**config.mk**
```make
export PLATFORM = sky130hd
export DESIGN_NAME = zcmp_seq
export DESIGN_NICKNAME = d
export VERILOG_FILES = /design/src/hw/zcmp_seq_pkg.sv /design/src/hw/zcmp_decoder.sv /design/src/hw/zcmp_seq_fsm.sv /design/src/hw/zcmp_instr_gen.sv /design/src/hw/zcmp_seq.sv
export SDC_FILE = /design/constraint.sdc
export NUM_CORES = 1
export LEC_CHECK = 0
export BUFFER_PORTS_ARGS = -buffer_cell sky130_fd_sc_hd__buf_2
export CAP_MARGIN = 20
export CORE_ASPECT_RATIO = 1.2
export CORE_UTILIZATION = 55
export DETAILED_ROUTE_END_ITERATION = 10
export PLACE_DENSITY = 0.91
export SYNTH_ARGS = -nofsm -noshare
export SYNTH_HDL_FRONTEND = slang
export SYNTH_SLANG_ARGS = --single-unit
export TNS_END_PERCENT = 100
```
**constraint.sdc**
```tcl
create_clock -name clk -period 5.7 [get_ports clk]
set_input_delay 1.425 -clock clk [delete_from_list [all_inputs] [get_ports clk]]
set_output_delay 1.425 -clock clk [all_outputs]
set_load 0.02 [all_outputs]
```
**src/hw/zcmp_seq_pkg.sv**
```systemverilog
////////////////////////////////////////////////////////////////////////////
// Shared types for the Zcmp sequencer. Covers push/pop and double moves
// only. Table jumps are not decoded. Emitted words are RV32 I or S format
////////////////////////////////////////////////////////////////////////////

package zcmp_seq_pkg;

  // Raw compressed word as delivered by fetch
  typedef logic [15:0] c_instr_t;

  // Decoded sequence kind
  typedef enum logic [2:0] {
    NONE,
    PUSH,
    POP,
    POPRET,
    POPRETZ,
    MVSA01,
    MVA01S
  } seq_kind_e;

  // Sequencer FSM states
  typedef enum logic [2:0] {
    S_IDLE,
    S_PUSH,
    S_POP,
    S_DMOVE,
    S_RA,
    S_SP,
    S_A0,
    S_RET
  } seq_state_e;

  // Number of ops already emitted, up to 15 for the longest popretz
  typedef logic [3:0] seq_cnt_t;

  // Decoder result, combinational from the compressed word
  typedef struct packed {
    seq_kind_e   kind;
    logic [3:0]  n_sregs;
    logic [11:0] total_stack_adj;
    logic [2:0]  r1s;
    logic [2:0]  r2s;
    logic        is_load;
  } seq_decode_t;

  // FSM state handed to the generator
  typedef struct packed {
    seq_state_e state;
    seq_cnt_t   cnt;
  } seq_ctrl_t;

  ////////////////////////////////////////////////////////////////////////////
  // RV32 instruction formats
  ////////////////////////////////////////////////////////////////////////////

  typedef struct packed {
    logic [11:0] imm;
    logic [4:0]  rs1;
    logic [2:0]  funct3;
    logic [4:0]  rd;
    logic [6:0]  opcode;
  } i_type_t;

  typedef struct packed {
    logic [6:0] imm_hi;
    logic [4:0] rs2;
    logic [4:0] rs1;
    logic [2:0] funct3;
    logic [4:0] imm_lo;
    logic [6:0] opcode;
  } s_type_t;

  // Same 32 bits seen as I-format, S-format or a plain word
  typedef union packed {
    i_type_t     i;
    s_type_t     s;
    logic [31:0] raw;
  } rv32_instr_u;

  localparam logic [6:0] OPCODE_LOAD  = 7'h03;
  localparam logic [6:0] OPCODE_STORE = 7'h23;
  localparam logic [6:0] OPCODE_OPIMM = 7'h13;
  localparam logic [6:0] OPCODE_JALR  = 7'h67;

  localparam logic [4:0] REG_ZERO = 5'd0;
  localparam logic [4:0] REG_RA   = 5'd1;
  localparam logic [4:0] REG_SP   = 5'd2;
  localparam logic [4:0] REG_A0   = 5'd10;
  localparam logic [4:0] REG_A1   = 5'd11;

  // s0/s1 sit at x8/x9, s2..s11 continue at x18..x27
  function automatic logic [4:0] sreg_to_regnum(input logic [3:0] sidx);
    logic [4:0] regnum;
    if (sidx < 4'd2) begin
      regnum = {4'b0100, sidx[0]};
    end else begin
      regnum = 5'd16 + {1'b0, sidx};
    end
    return regnum;
  endfunction

endpackage

```
**src/hw/zcmp_decoder.sv**
```systemverilog
////////////////////////////////////////////////////////////////////////////
// Combinational Zcmp decode. Anything illegal or outside C2/101 gives NONE
// RV32E limits rlist to 6 and double move sregs to s0/s1
////////////////////////////////////////////////////////////////////////////

`timescale 1ns/1ps

module zcmp_decoder import zcmp_seq_pkg::*; #(
  parameter bit RV32E = 1'b0
) (
  input  c_instr_t    instr_i,
  output seq_decode_t dec_o
);

  logic [3:0]  rlist;
  logic [1:0]  spimm;
  logic [2:0]  r1s;
  logic [2:0]  r2s;
  logic        rlist_legal;
  logic        dmove_legal;
  seq_kind_e   kind;
  logic [3:0]  n_sregs;
  logic [4:0]  save_words;
  logic [11:0] save_bytes;
  logic [11:0] base_adj;

  // Field extraction
  assign rlist = instr_i[7:4];
  assign spimm = instr_i[3:2];
  assign r1s   = instr_i[9:7];
  assign r2s   = instr_i[4:2];

  ////////////////////////////////////////////////////////////////////////////
  // Legality
  ////////////////////////////////////////////////////////////////////////////

  // rlist 0..3 is reserved, RV32E has no s2 and up
  assign rlist_legal = RV32E ? (rlist > 4'd3) && (rlist < 4'd7) : (rlist > 4'd3);

  // Both sregs must differ, RV32E only has s0 and s1
  assign dmove_legal = RV32E ? (r1s != r2s) && (r1s < 3'd2) && (r2s < 3'd2)
                             : (r1s != r2s);

  always_comb begin
    kind = NONE;
    // Every Zcmp op lives in quadrant C2 with funct3 101
    if ((instr_i[1:0] == 2'b10) && (instr_i[15:13] == 3'b101)) begin
      case (instr_i[12:10])
        3'b011: begin
          if (dmove_legal) begin
            if (instr_i[6:5] == 2'b01) begin
              kind = MVSA01;
            end else if (instr_i[6:5] == 2'b11) begin
              kind = MVA01S;
            end
          end
        end
        3'b110: begin
          if (rlist_legal) begin
            if (instr_i[9:8] == 2'b00) begin
              kind = PUSH;
            end else if (instr_i[9:8] == 2'b10) begin
              kind = POP;
            end
          end
        end
        3'b111: begin
          if (rlist_legal) begin
            if (instr_i[9:8] == 2'b00) begin
              kind = POPRETZ;
            end else if (instr_i[9:8] == 2'b10) begin
              kind = POPRET;
            end
          end
        end
        default: kind = NONE;
      endcase
    end
  end

  ////////////////////////////////////////////////////////////////////////////
  // Register count and stack frame
  ////////////////////////////////////////////////////////////////////////////

  // rlist 15 saves s0..s11, the encoding skips a 11-register case
  assign n_sregs = (rlist == 4'd15) ? 4'd12 : rlist - 4'd4;

  // Saved sregs plus ra, rounded up to 16 bytes
  assign save_words = {1'b0, n_sregs} + 5'd1;
  assign save_bytes = {5'b0, save_words, 2'b00};
  assign base_adj   = (save_bytes + 12'd15) & 12'hff0;

  assign dec_o.kind            = kind;
  assign dec_o.n_sregs         = n_sregs;
  // spimm adds extra 16-byte blocks on top of the frame
  assign dec_o.total_stack_adj = base_adj + {6'b0, spimm, 4'b0000};
  assign dec_o.r1s             = r1s;
  assign dec_o.r2s             = r2s;
  assign dec_o.is_load         = (kind == POP) || (kind == POPRET) || (kind == POPRETZ);

  // Nothing outside C2 may ever start a sequence
  a_quadrant_none: assert final ((instr_i[1:0] == 2'b10) || (dec_o.kind == NONE));

endmodule

```
**src/hw/zcmp_seq_fsm.sv**
```systemverilog
////////////////////////////////////////////////////////////////////////////
// Sequence FSM and op counter. Advances one op per valid/ready transfer
// Input word must stay stable until the last op is accepted
////////////////////////////////////////////////////////////////////////////

`timescale 1ns/1ps

module zcmp_seq_fsm import zcmp_seq_pkg::*; (
  input  logic        clk,
  input  logic        rst_n,
  input  seq_decode_t dec_i,
  input  logic        valid_i,
  input  logic        ready_i,
  input  logic        halt_i,
  input  logic        kill_i,
  output seq_ctrl_t   ctrl_o,
  output logic        valid_o,
  output logic        ready_o,
  output logic        first_o,
  output logic        last_o,
  output logic        pushpop_o
);

  seq_state_e state_q;
  seq_state_e state_n;
  seq_cnt_t   cnt_q;
  logic       is_dmove;

  assign is_dmove  = (dec_i.kind == MVSA01) || (dec_i.kind == MVA01S);
  assign pushpop_o = (dec_i.kind == PUSH) || dec_i.is_load;

  // Halt and kill both mask the output
  assign valid_o = (dec_i.kind != NONE) && valid_i && !halt_i && !kill_i;

  ////////////////////////////////////////////////////////////////////////////
  // Next state
  ////////////////////////////////////////////////////////////////////////////

  always_comb begin
    state_n = state_q;
    last_o  = 1'b0;
    case (state_q)
      S_IDLE: begin
        // First op goes out from idle, pick where the rest continues
        if (is_dmove) begin
          state_n = S_DMOVE;
        end else if (pushpop_o) begin
          if (dec_i.n_sregs > 4'd1) begin
            state_n = dec_i.is_load ? S_POP : S_PUSH;
          end else if (dec_i.n_sregs == 4'd1) begin
            state_n = S_RA;
          end else begin
            state_n = S_SP;
          end
        end
      end
      S_PUSH, S_POP: begin
        // Last sreg done, ra follows
        if (cnt_q == dec_i.n_sregs - 4'd1) begin
          state_n = S_RA;
        end
      end
      S_RA: state_n = S_SP;
      S_SP: begin
        if (dec_i.kind == POPRETZ) begin
          state_n = S_A0;
        end else if (dec_i.kind == POPRET) begin
          state_n = S_RET;
        end else begin
          state_n = S_IDLE;
          last_o  = 1'b1;
        end
      end
      S_A0: state_n = S_RET;
      S_DMOVE, S_RET: begin
        state_n = S_IDLE;
        last_o  = 1'b1;
      end
      default: state_n = S_IDLE;
    endcase
  end

  // Take the next word after the last op, or whenever nothing is emitted
  assign ready_o = (last_o && ready_i && !halt_i) || (!valid_o && !halt_i) || kill_i;
  assign first_o = (state_q == S_IDLE);

  ////////////////////////////////////////////////////////////////////////////
  // State and counter
  ////////////////////////////////////////////////////////////////////////////

  always_ff @(posedge clk or negedge rst_n) begin
    if (!rst_n) begin
      state_q <= S_IDLE;
      cnt_q   <= '0;
    end else if (valid_o && ready_i) begin
      state_q <= state_n;
      cnt_q   <= last_o ? '0 : cnt_q + 4'd1;
    end else if (kill_i) begin
      // Abandon the sequence
      state_q <= S_IDLE;
      cnt_q   <= '0;
    end
  end

  assign ctrl_o.state = state_q;
  assign ctrl_o.cnt   = cnt_q;

  // Halt freezes everything unless a kill overrides it
  a_halt_stable: assert property (@(posedge clk) disable iff (!rst_n)
    halt_i && !kill_i |=> $stable(state_q) && $stable(cnt_q));

  // Every finished or killed sequence leaves a clean counter
  a_idle_cnt_zero: assert property (@(posedge clk) disable iff (!rst_n)
    (state_q == S_IDLE) |-> (cnt_q == '0));

endmodule

```
**src/hw/zcmp_instr_gen.sv**
```systemverilog
////////////////////////////////////////////////////////////////////////////
// Builds the emitted RV32 word from state, counter and decode
// Output is don't-care-zero when no sequence is active
////////////////////////////////////////////////////////////////////////////

`timescale 1ns/1ps

module zcmp_instr_gen import zcmp_seq_pkg::*; (
  input  seq_decode_t dec_i,
  input  seq_ctrl_t   ctrl_i,
  output rv32_instr_u instr_o
);

  // funct3 for lw/sw and for addi/jalr
  localparam logic [2:0] F3_WORD = 3'b010;
  localparam logic [2:0] F3_ZERO = 3'b000;

  logic [3:0]  sidx;
  logic [4:0]  s_reg;
  logic [4:0]  dm_r1;
  logic [4:0]  dm_r2;
  logic [4:0]  cnt_inc;
  logic [11:0] step;
  logic [11:0] offset;

  function automatic rv32_instr_u itype(input logic [11:0] imm, input logic [4:0] rs1,
                                        input logic [2:0] f3, input logic [4:0] rd,
                                        input logic [6:0] opcode);
    rv32_instr_u w;
    w.i.imm    = imm;
    w.i.rs1    = rs1;
    w.i.funct3 = f3;
    w.i.rd     = rd;
    w.i.opcode = opcode;
    return w;
  endfunction

  function automatic rv32_instr_u stype(input logic [11:0] imm, input logic [4:0] rs2,
                                        input logic [4:0] rs1, input logic [2:0] f3,
                                        input logic [6:0] opcode);
    rv32_instr_u w;
    w.s.imm_hi = imm[11:5];
    w.s.rs2    = rs2;
    w.s.rs1    = rs1;
    w.s.funct3 = f3;
    w.s.imm_lo = imm[4:0];
    w.s.opcode = opcode;
    return w;
  endfunction

  // lw r, off(sp) or sw r, off(sp)
  function automatic rv32_instr_u mem_word(input logic ld, input logic [11:0] off,
                                           input logic [4:0] r);
    rv32_instr_u w;
    if (ld) begin
      w = itype(off, REG_SP, F3_WORD, r, OPCODE_LOAD);
    end else begin
      w = stype(off, r, REG_SP, F3_WORD, OPCODE_STORE);
    end
    return w;
  endfunction

  ////////////////////////////////////////////////////////////////////////////
  // Register and offset for the current op
  ////////////////////////////////////////////////////////////////////////////

  // Highest sreg goes first
  assign sidx  = dec_i.n_sregs - ctrl_i.cnt - 4'd1;
  assign s_reg = sreg_to_regnum(sidx);
  assign dm_r1 = sreg_to_regnum({1'b0, dec_i.r1s});
  assign dm_r2 = sreg_to_regnum({1'b0, dec_i.r2s});

  // Push stores downward from -4, pop rewinds from the frame top
  assign cnt_inc = {1'b0, ctrl_i.cnt} + 5'd1;
  assign step    = {5'b0, cnt_inc, 2'b00};
  assign offset  = dec_i.is_load ? dec_i.total_stack_adj - step : 12'd0 - step;

  always_comb begin
    instr_o.raw = '0;
    case (ctrl_i.state)
      S_IDLE: begin
        if (dec_i.kind == MVSA01) begin
          // addi s(r1s), a0, 0
          instr_o = itype(12'h000, REG_A0, F3_ZERO, dm_r1, OPCODE_OPIMM);
        end else if (dec_i.kind == MVA01S) begin
          // addi a0, s(r1s), 0
          instr_o = itype(12'h000, dm_r1, F3_ZERO, REG_A0, OPCODE_OPIMM);
        end else if (dec_i.kind != NONE) begin
          // No sregs means ra is the first transfer
          instr_o = mem_word(dec_i.is_load, offset,
                             (dec_i.n_sregs != 4'd0) ? s_reg : REG_RA);
        end
      end
      S_PUSH, S_POP: instr_o = mem_word(dec_i.is_load, offset, s_reg);
      S_RA:          instr_o = mem_word(dec_i.is_load, offset, REG_RA);
      S_SP: begin
        // Pops release the frame, push allocates it
        instr_o = itype(dec_i.is_load ? dec_i.total_stack_adj : 12'd0 - dec_i.total_stack_adj,
                        REG_SP, F3_ZERO, REG_SP, OPCODE_OPIMM);
      end
      S_A0:  instr_o = itype(12'h000, REG_ZERO, F3_ZERO, REG_A0, OPCODE_OPIMM);
      S_RET: instr_o = itype(12'h000, REG_RA, F3_ZERO, REG_ZERO, OPCODE_JALR);
      S_DMOVE: begin
        if (dec_i.kind == MVSA01) begin
          instr_o = itype(12'h000, REG_A1, F3_ZERO, dm_r2, OPCODE_OPIMM);
        end else begin
          instr_o = itype(12'h000, dm_r2, F3_ZERO, REG_A1, OPCODE_OPIMM);
        end
      end
      default: instr_o.raw = '0;
    endcase
  end

  // Stack accesses stay word aligned, relies on the decoder frame rounding
  a_mem_aligned: assert final (
    ((instr_o.i.opcode != OPCODE_LOAD) || (instr_o.i.imm[1:0] == 2'b00)) &&
    ((instr_o.s.opcode != OPCODE_STORE) || (instr_o.s.imm_lo[1:0] == 2'b00)));

endmodule

```
**src/hw/zcmp_seq.sv**
```systemverilog
////////////////////////////////////////////////////////////////////////////
// Zcmp sequencer top. Outputs are combinational from inputs and state
// Fetch must hold instr_i stable until ready_o while a sequence runs
////////////////////////////////////////////////////////////////////////////

`timescale 1ns/1ps

module zcmp_seq import zcmp_seq_pkg::*; #(
  parameter bit RV32E = 1'b0
) (
  input  logic        clk,
  input  logic        rst_n,
  input  c_instr_t    instr_i,
  input  logic        valid_i,
  input  logic        ready_i,
  input  logic        halt_i,
  input  logic        kill_i,
  output rv32_instr_u instr_o,
  output logic        valid_o,
  output logic        ready_o,
  output logic        first_o,
  output logic        last_o,
  output logic        pushpop_o
);

  seq_decode_t dec;
  seq_ctrl_t   ctrl;

  // Decode of the held compressed word
  zcmp_decoder #(
    .RV32E (RV32E)
  ) u_decoder (
    .instr_i (instr_i),
    .dec_o   (dec)
  );

  // Sequencing and handshake
  zcmp_seq_fsm u_fsm (
    .clk       (clk),
    .rst_n     (rst_n),
    .dec_i     (dec),
    .valid_i   (valid_i),
    .ready_i   (ready_i),
    .halt_i    (halt_i),
    .kill_i    (kill_i),
    .ctrl_o    (ctrl),
    .valid_o   (valid_o),
    .ready_o   (ready_o),
    .first_o   (first_o),
    .last_o    (last_o),
    .pushpop_o (pushpop_o)
  );

  // Word builder for the current op
  zcmp_instr_gen u_instr_gen (
    .dec_i   (dec),
    .ctrl_i  (ctrl),
    .instr_o (instr_o)
  );

endmodule

```
==> flow_summary.ini, run 1 <==
[timing]
finalCritPeriodShare_pct = 98.1
max_clock_freq_mhz = 179
finalSetupViolCount = 0
tightest_slew_ps = 874
slew_headroom_pct = 41.7
drv_slew = 0
finalHoldViolCount = 0
hold_ws_ps = 681
setup_tns_ps = 0
period_minus_slack_ps = 5590
skew_ps = 4.50

[synth]
synth_edf_count = 0
synthTopCellsByArea = ha_1 (11%), dfrtp_1 (7.9%), o21ai_0 (6.1%), xor2_1 (5.9%), a21oi_1 (5.9%)
syn_inst = 317
synthDominantAreaCellType = ha_1
ys_warn_count = 0
syn-cell-area_sq_um = 2220
avgSynthCellArea_sq_um = 6.99
ys.flop_type = dfrtp_1
synth_cell_types = 66
synth.ff_latch_count = 7
synthTopCellsByCount = nand2_1 (28), o21ai_0 (27), a21oi_1 (26), inv_1 (26), nor2_1 (26)
ys_seq_area_share_pct = 7.91
synth_most_common_cell = nand2_1
yosysTopAreaCellShare_pct = 10.7
synthArstFlopShare_pct = 100

[finish]
antenna_cells = 0
postLayoutCellArea_sq_um = 2710
syn2layout_area_growth_pct = 22.1
fin_nets = 420
drive_gt1_share_pct = 26.9
final_cell_count_no_fill = 428

[flow_run]
maxCapViolCount = 0

[clocking]
cts_hold_buf = 0
cts.sinks = 7
ctsRootBufferMaster = clkbuf_8
cts-buffers-inserted = 3
insertion_delay_ps = 230
clk_path_buf_depth = 2
cts_tree = yes
cts.clk_slew.worst_paths_ps = 40
htree_levels = 1

[worst_setup_path]
critical_path_class = input pin to primary output
required_ps = 4280
arrival_ps = 4170
worstSetupEndpointType = primary output
start_kind = input pin
path_max_fanout = 4
regToRegSetupSlack_ps = 3340

[floorplanning]
pin_count = 59
core_area_sq_um = 3750
row_count = 24
dieArea_sq_um = 4290
die_y_um = 71.5
die_w_um = 59.9
initial_utilization_pct = 59.0

[route]
routed_wl_mm = 7.09
detail_route.iter0.violations = 319
drcViolationCount = 0
ant_nets = 0
wl_per_cell_um = 16.6
avgViaCountPerCell = 6.38
vias = 2731
drt_pass1_iterations = 5

[placed_design]
dpl.hpwl_mm = 5.47
finalWeightedCongestion = 0.978
port_buffers = 55
place_area_sq_um = 2570
dp.cells = 422

[power_and_ir_drop]
vdd.ir_drop.worst_uv = 106
p_per_area_nw_per_um2 = 109
report.power.total_mw = 0.296
p_leak_nw = 1.29

[global_route]
grt_max_degree = 22
gr-total-overflow = 0
grt_pass1_vias = 2492
antenna_found_initial = 0
grt_util_all_layers_pct = 33.5
grt_pass1_wl_mm = 11.1

[worst_hold_path]
hold_class = flop to flop

[run_status]
status = complete, no violations
## repair_timing
action,CTS,global route
endpoints found under the setup margin,1,5
gates cloned,0,0
pin swaps,1,3
buffers inserted,0,2
hold endpoints to repair,0,0
resized for setup,2,11
## layout make-up
cell class                 instances  area (sq um)
timing repair buffer              69           380
tap                               52          65.1
fill                             307          1050
clock buffer                       4          45.0
multi-input combinational        268          1940
sequential                         7           175
inverter                          28           105
## worst paths after layout
kind,from,to,cells past startpoint
min,u_fsm.state_q[0]$_DFFE_PN0P_,u_fsm.state_q[0]$_DFFE_PN0P_,2
max,instr_i[4],instr_o[28],15
min reg2reg,u_fsm.state_q[0]$_DFFE_PN0P_,u_fsm.state_q[0]$_DFFE_PN0P_,2
max reg2reg,u_fsm.state_q[1]$_DFFE_PN0P_,u_fsm.state_q[1]$_DFFE_PN0P_,6
max in group asynchronous,rst_n,u_fsm.state_q[0]$_DFFE_PN0P_,1
min in group asynchronous,rst_n,u_fsm.cnt_q[0]$_DFFE_PN0P_,1
## worst max-delay path, stage by stage
cell and delay [ps]:
buf_2 110, ha_1 220, a21bo_4 240, ha_4 270, inv_1 50, fa_2 540, inv_1 70, ha_4 240
a21oi_4 180, nor2b_2 70, nor3_2 180, xor2_1 160, a21oi_1 90, o22ai_1 130, buf_2 190
## registers in the layout, indices dropped and copies added (netlist names)
register / cells
u_fsm.state_q: 3
u_fsm.cnt_q: 4
## per-stage QoR
step / worst slack, ps / util (%)
floorplan: 84.7 / -
global placement: 70.4 / 68.4
detailed placement: -48.7 / 68.4
CTS: 0.744 / 69.9
global route: -2.89 / 72.1
finish: 109 / 72.1
## placed cells by master (no fill, tap or decap), drive strengths merged, types with 4 or more instances in the layout
cell     n
o31ai    9
buf     69
nor2    27
a211oi   4
o22ai    7
o21ai   29
clkbuf   4
a21oi   29
ha      19
nand2b   4
dfrtp    7
xnor2   12
xor2    15
nand2   28
inv     27
a21o     5
nor3     9
nand3    8
a31oi    4
## cell families (layout without fill, tap and decap cells)
group	count (synthesis)	in the layout	synth area share (%)
compound gates	116	116	36.9
flops	7	7	7.91
buf+inv	44	101	8.69
xor+xnor	27	27	10.7
fa+ha+maj	21	21	12.5
other cells	1	3	0.169
mux	1	1	0.452
simple gates	100	100	22.7
## routing by layer
| layer | wire length [um] | global-route usage (%) | up-vias |
|---|---|---|---|
| li1 | - | - | 1262 |
| met1 | 2690 | 37.8 | 1266 |
| met2 | 3560 | 58.1 | 168 |
| met3 | 586 | 8.12 | 35 |
| met4 | 253 | 14.7 | 0 |
| met5 | 0 | 0 | - |
## where the power goes
part,switching [mW],leakage (nW),internal [mW]
sequential,0.0000140,0.0979,0.0499
clock,0.0218,0.0228,0.0484
combinational,0.0956,1.17,0.0804
total,0.117,1.29,0.179
No activity file was read; power rests on OpenSTA's default activity.
==> inputs of run 2 (changes only) <==
- GPL_TIMING_DRIVEN: unset -> 0
==> run 2 against run 1 <==
  * Count of clock-buffer cells in the layout is the same
  * Sequential share of layout area is essentially flat
  * Non-clock buffer count grew 5
  * Critical path depth shrank 1
  * Sequential power is essentially flat
  * Clock power shrank 2%
  * Largest power group unchanged
==> flow_summary.ini, run 2 (synthesis gave the netlist of run 1 again) <==
[power_and_ir_drop]
internal-power_mw = 0.174
p_sw_mw = 0.112
vdd.ir_drop.worst_uv = 166
p_leak_nw = 1.29
swShare_pct = 39.1
pwr-share-clk_pct = 24.2
report.power.total_mw = 0.287
p_per_area_nw_per_um2 = 106
pwr-share-seq_pct = 17.4
combPwrFrac_pct = 58.4

[clocking]
cts.clk_slew.worst_paths_ps = 40
htree_levels = 1
cts-buffers-inserted = 3
ctsRootBufferMaster = clkbuf_8
cts_hold_buf = 0
insertion_delay_ps = 230
clk_path_buf_depth = 2
cts_tree = yes
cts.sinks = 7

[finish]
syn2layout_area_growth_pct = 22.0
multi_input_area_sq_um = 1920
mostFrequentLayoutCells = buf_2 (57), nand2_1 (28), o21ai_0 (27), nor2_1 (26), a21oi_1 (24)
largest_register = u_fsm.cnt_q
largest_registers = u_fsm.cnt_q: 4 flops, u_fsm.state_q: 3 flops
mostFrequentLayoutCell = buf_2
seq_area_sq_um = 175
fillers = 331
largest_register_ffs = 4
final_core_util_pct = 72.0
antenna_cells = 0
drive_gt1_share_pct = 26.2
fin_nets = 425

[timing]
drv_slew = 0
skew_ps = 3.38
finalHoldViolCount = 0
finalSetupViolCount = 0
slew_headroom_pct = 42.4
tightest_slew_ps = 864
hold_ws_ps = 670
fin_ws_ps = 87.8
setup_tns_ps = 0
period_minus_slack_ps = 5610
max_clock_freq_mhz = 178
rsz0062_at_grt = no
finalCritPeriodShare_pct = 98.5

[route]
avgViaCountPerCell = 5.99
routed_wl_mm = 6.73
vias = 2594
drcViolationCount = 0
detail_route.iter0.violations = 252
ant_nets = 0
wl_per_cell_um = 15.5
drt_pass1_iterations = 5

[worst_hold_path]
hp-start = u_fsm.cnt_q[3]$_DFFE_PN0P_
hold_class = flop to flop

[global_route]
grt_max_degree = 11
gr-total-overflow = 0
grt_pass1_wl_mm = 10.9
grt_pass1_vias = 2400
grt_util_all_layers_pct = 32.8
antenna_found_initial = 0

[worst_setup_path]
worstReg2RegStart = u_fsm.state_q[1]$_DFFE_PN0P_
start_kind = input pin
path_max_fanout = 7
required_ps = 4280
cp_slowest_cell = fa_2
worstSetupEndpointType = primary output
slowest_delay_ps = 530
arrival_ps = 4190
critical_path_class = input pin to primary output
critPathMostFrequentCell = inv_1
critical_path.startpoint = instr_i[6]
cp_cell_sequence = buf_4, ha_2, a21bo_4, ha_1, inv_1, fa_2, inv_1, ha_4, a21o_1, a21oi_2, xor2_1, a21oi_1, o22ai_1, buf_2

[floorplanning]
initial_utilization_pct = 59.0
core_area_sq_um = 3750
dieArea_sq_um = 4290
row_count = 24
die_y_um = 71.5
die_w_um = 59.9
pin_count = 59

[placed_design]
dpl_worst_slack_ps = -313
dpl.hpwl_mm = 5.23
port_buffers = 55
finalWeightedCongestion = 0.973

[flow_run]
maxCapViolCount = 0

[run_status]
status = complete, no violations
==> run 2: cell types whose count changed in the layout (fill, tap and decap cells not counted) <==
cell	previous run	this run
clkbuf_1	1	7
buf_4	14	11
buf_2	55	57
ha_1	14	15
ha_4	4	3
inv_1	24	23
inv_2	3	4
o21ai_0	26	27
o21ai_1	2	1
==> run 2: cell type report <==
type | instances | share of cell area (%)
Timing Repair Buffer | 58 | 11.2
Buffer | 16 | 3.24
Clock buffer | 4 | 1.67
Inverter | 28 | 3.89
Sequential cell | 7 | 6.48
Multi-Input combinational cell | 268 | 71.1
Tap cell | 52 | 2.41
==> run 2: worst paths after layout <==
check | end | slack, ps | depth (start not counted)
setup / recovery | instr_o[27] | 90 | 14
hold / removal | u_fsm.cnt_q[3]$_DFFE_PN0P_ | 670 | 2
setup reg to reg | u_fsm.state_q[2]$_DFFE_PN0P_ | 3320 | 7
hold reg to reg | u_fsm.cnt_q[3]$_DFFE_PN0P_ | 670 | 2
max in group asynchronous | u_fsm.state_q[2]$_DFFE_PN0P_ | 4510 | 1
min in group asynchronous | u_fsm.cnt_q[2]$_DFFE_PN0P_ | 1030 | 1
==> run 2: power by group through the flow <==
stage	Combinational [mW]	Clock (mW)	Sequential, mW
6_report	0.167	0.0692	0.0500
5_1_grt	0.184	0.0748	0.0499
4_1_cts	0.149	0.0699	0.0500
3_5_place_dp	0.136	0	0.0506
3_3_place_gp	0.132	0	0.0506
2_1_floorplan	0.101	0	0.0506
==> run 2: critical path: cells and delay by family <==
kind | cells | cell delay, ps
buf+inv | 4 | 470
compound gates | 5 | 840
fa+ha+maj | 4 | 1270
xor+xnor | 1 | 170
==> run 2: routing by layer <==
metal / track usage, % / vias up / wire [um]
li1: - / 1274 / -
met1: 42.0 / 1171 / 2740
met2: 54.1 / 127 / 3260
met3: 4.33 / 22 / 453
met4: 14.0 / 0 / 271
met5: 0 / - / 0
==> run 2: metrics by stage <==
step,instance area [sq um],std cells
floorplan,2220,319
finish,2700,433
CTS,2660,432
global route,2700,433
global placement,2560,426
detailed placement,2560,426
==> run 2: timing repair <==
action                                  CTS  global route
pin swaps                                 3             1
setup buffers                             2             1
gates cloned                              0             0
endpoints found under the setup margin    6             6
gates resized for setup                  10             5
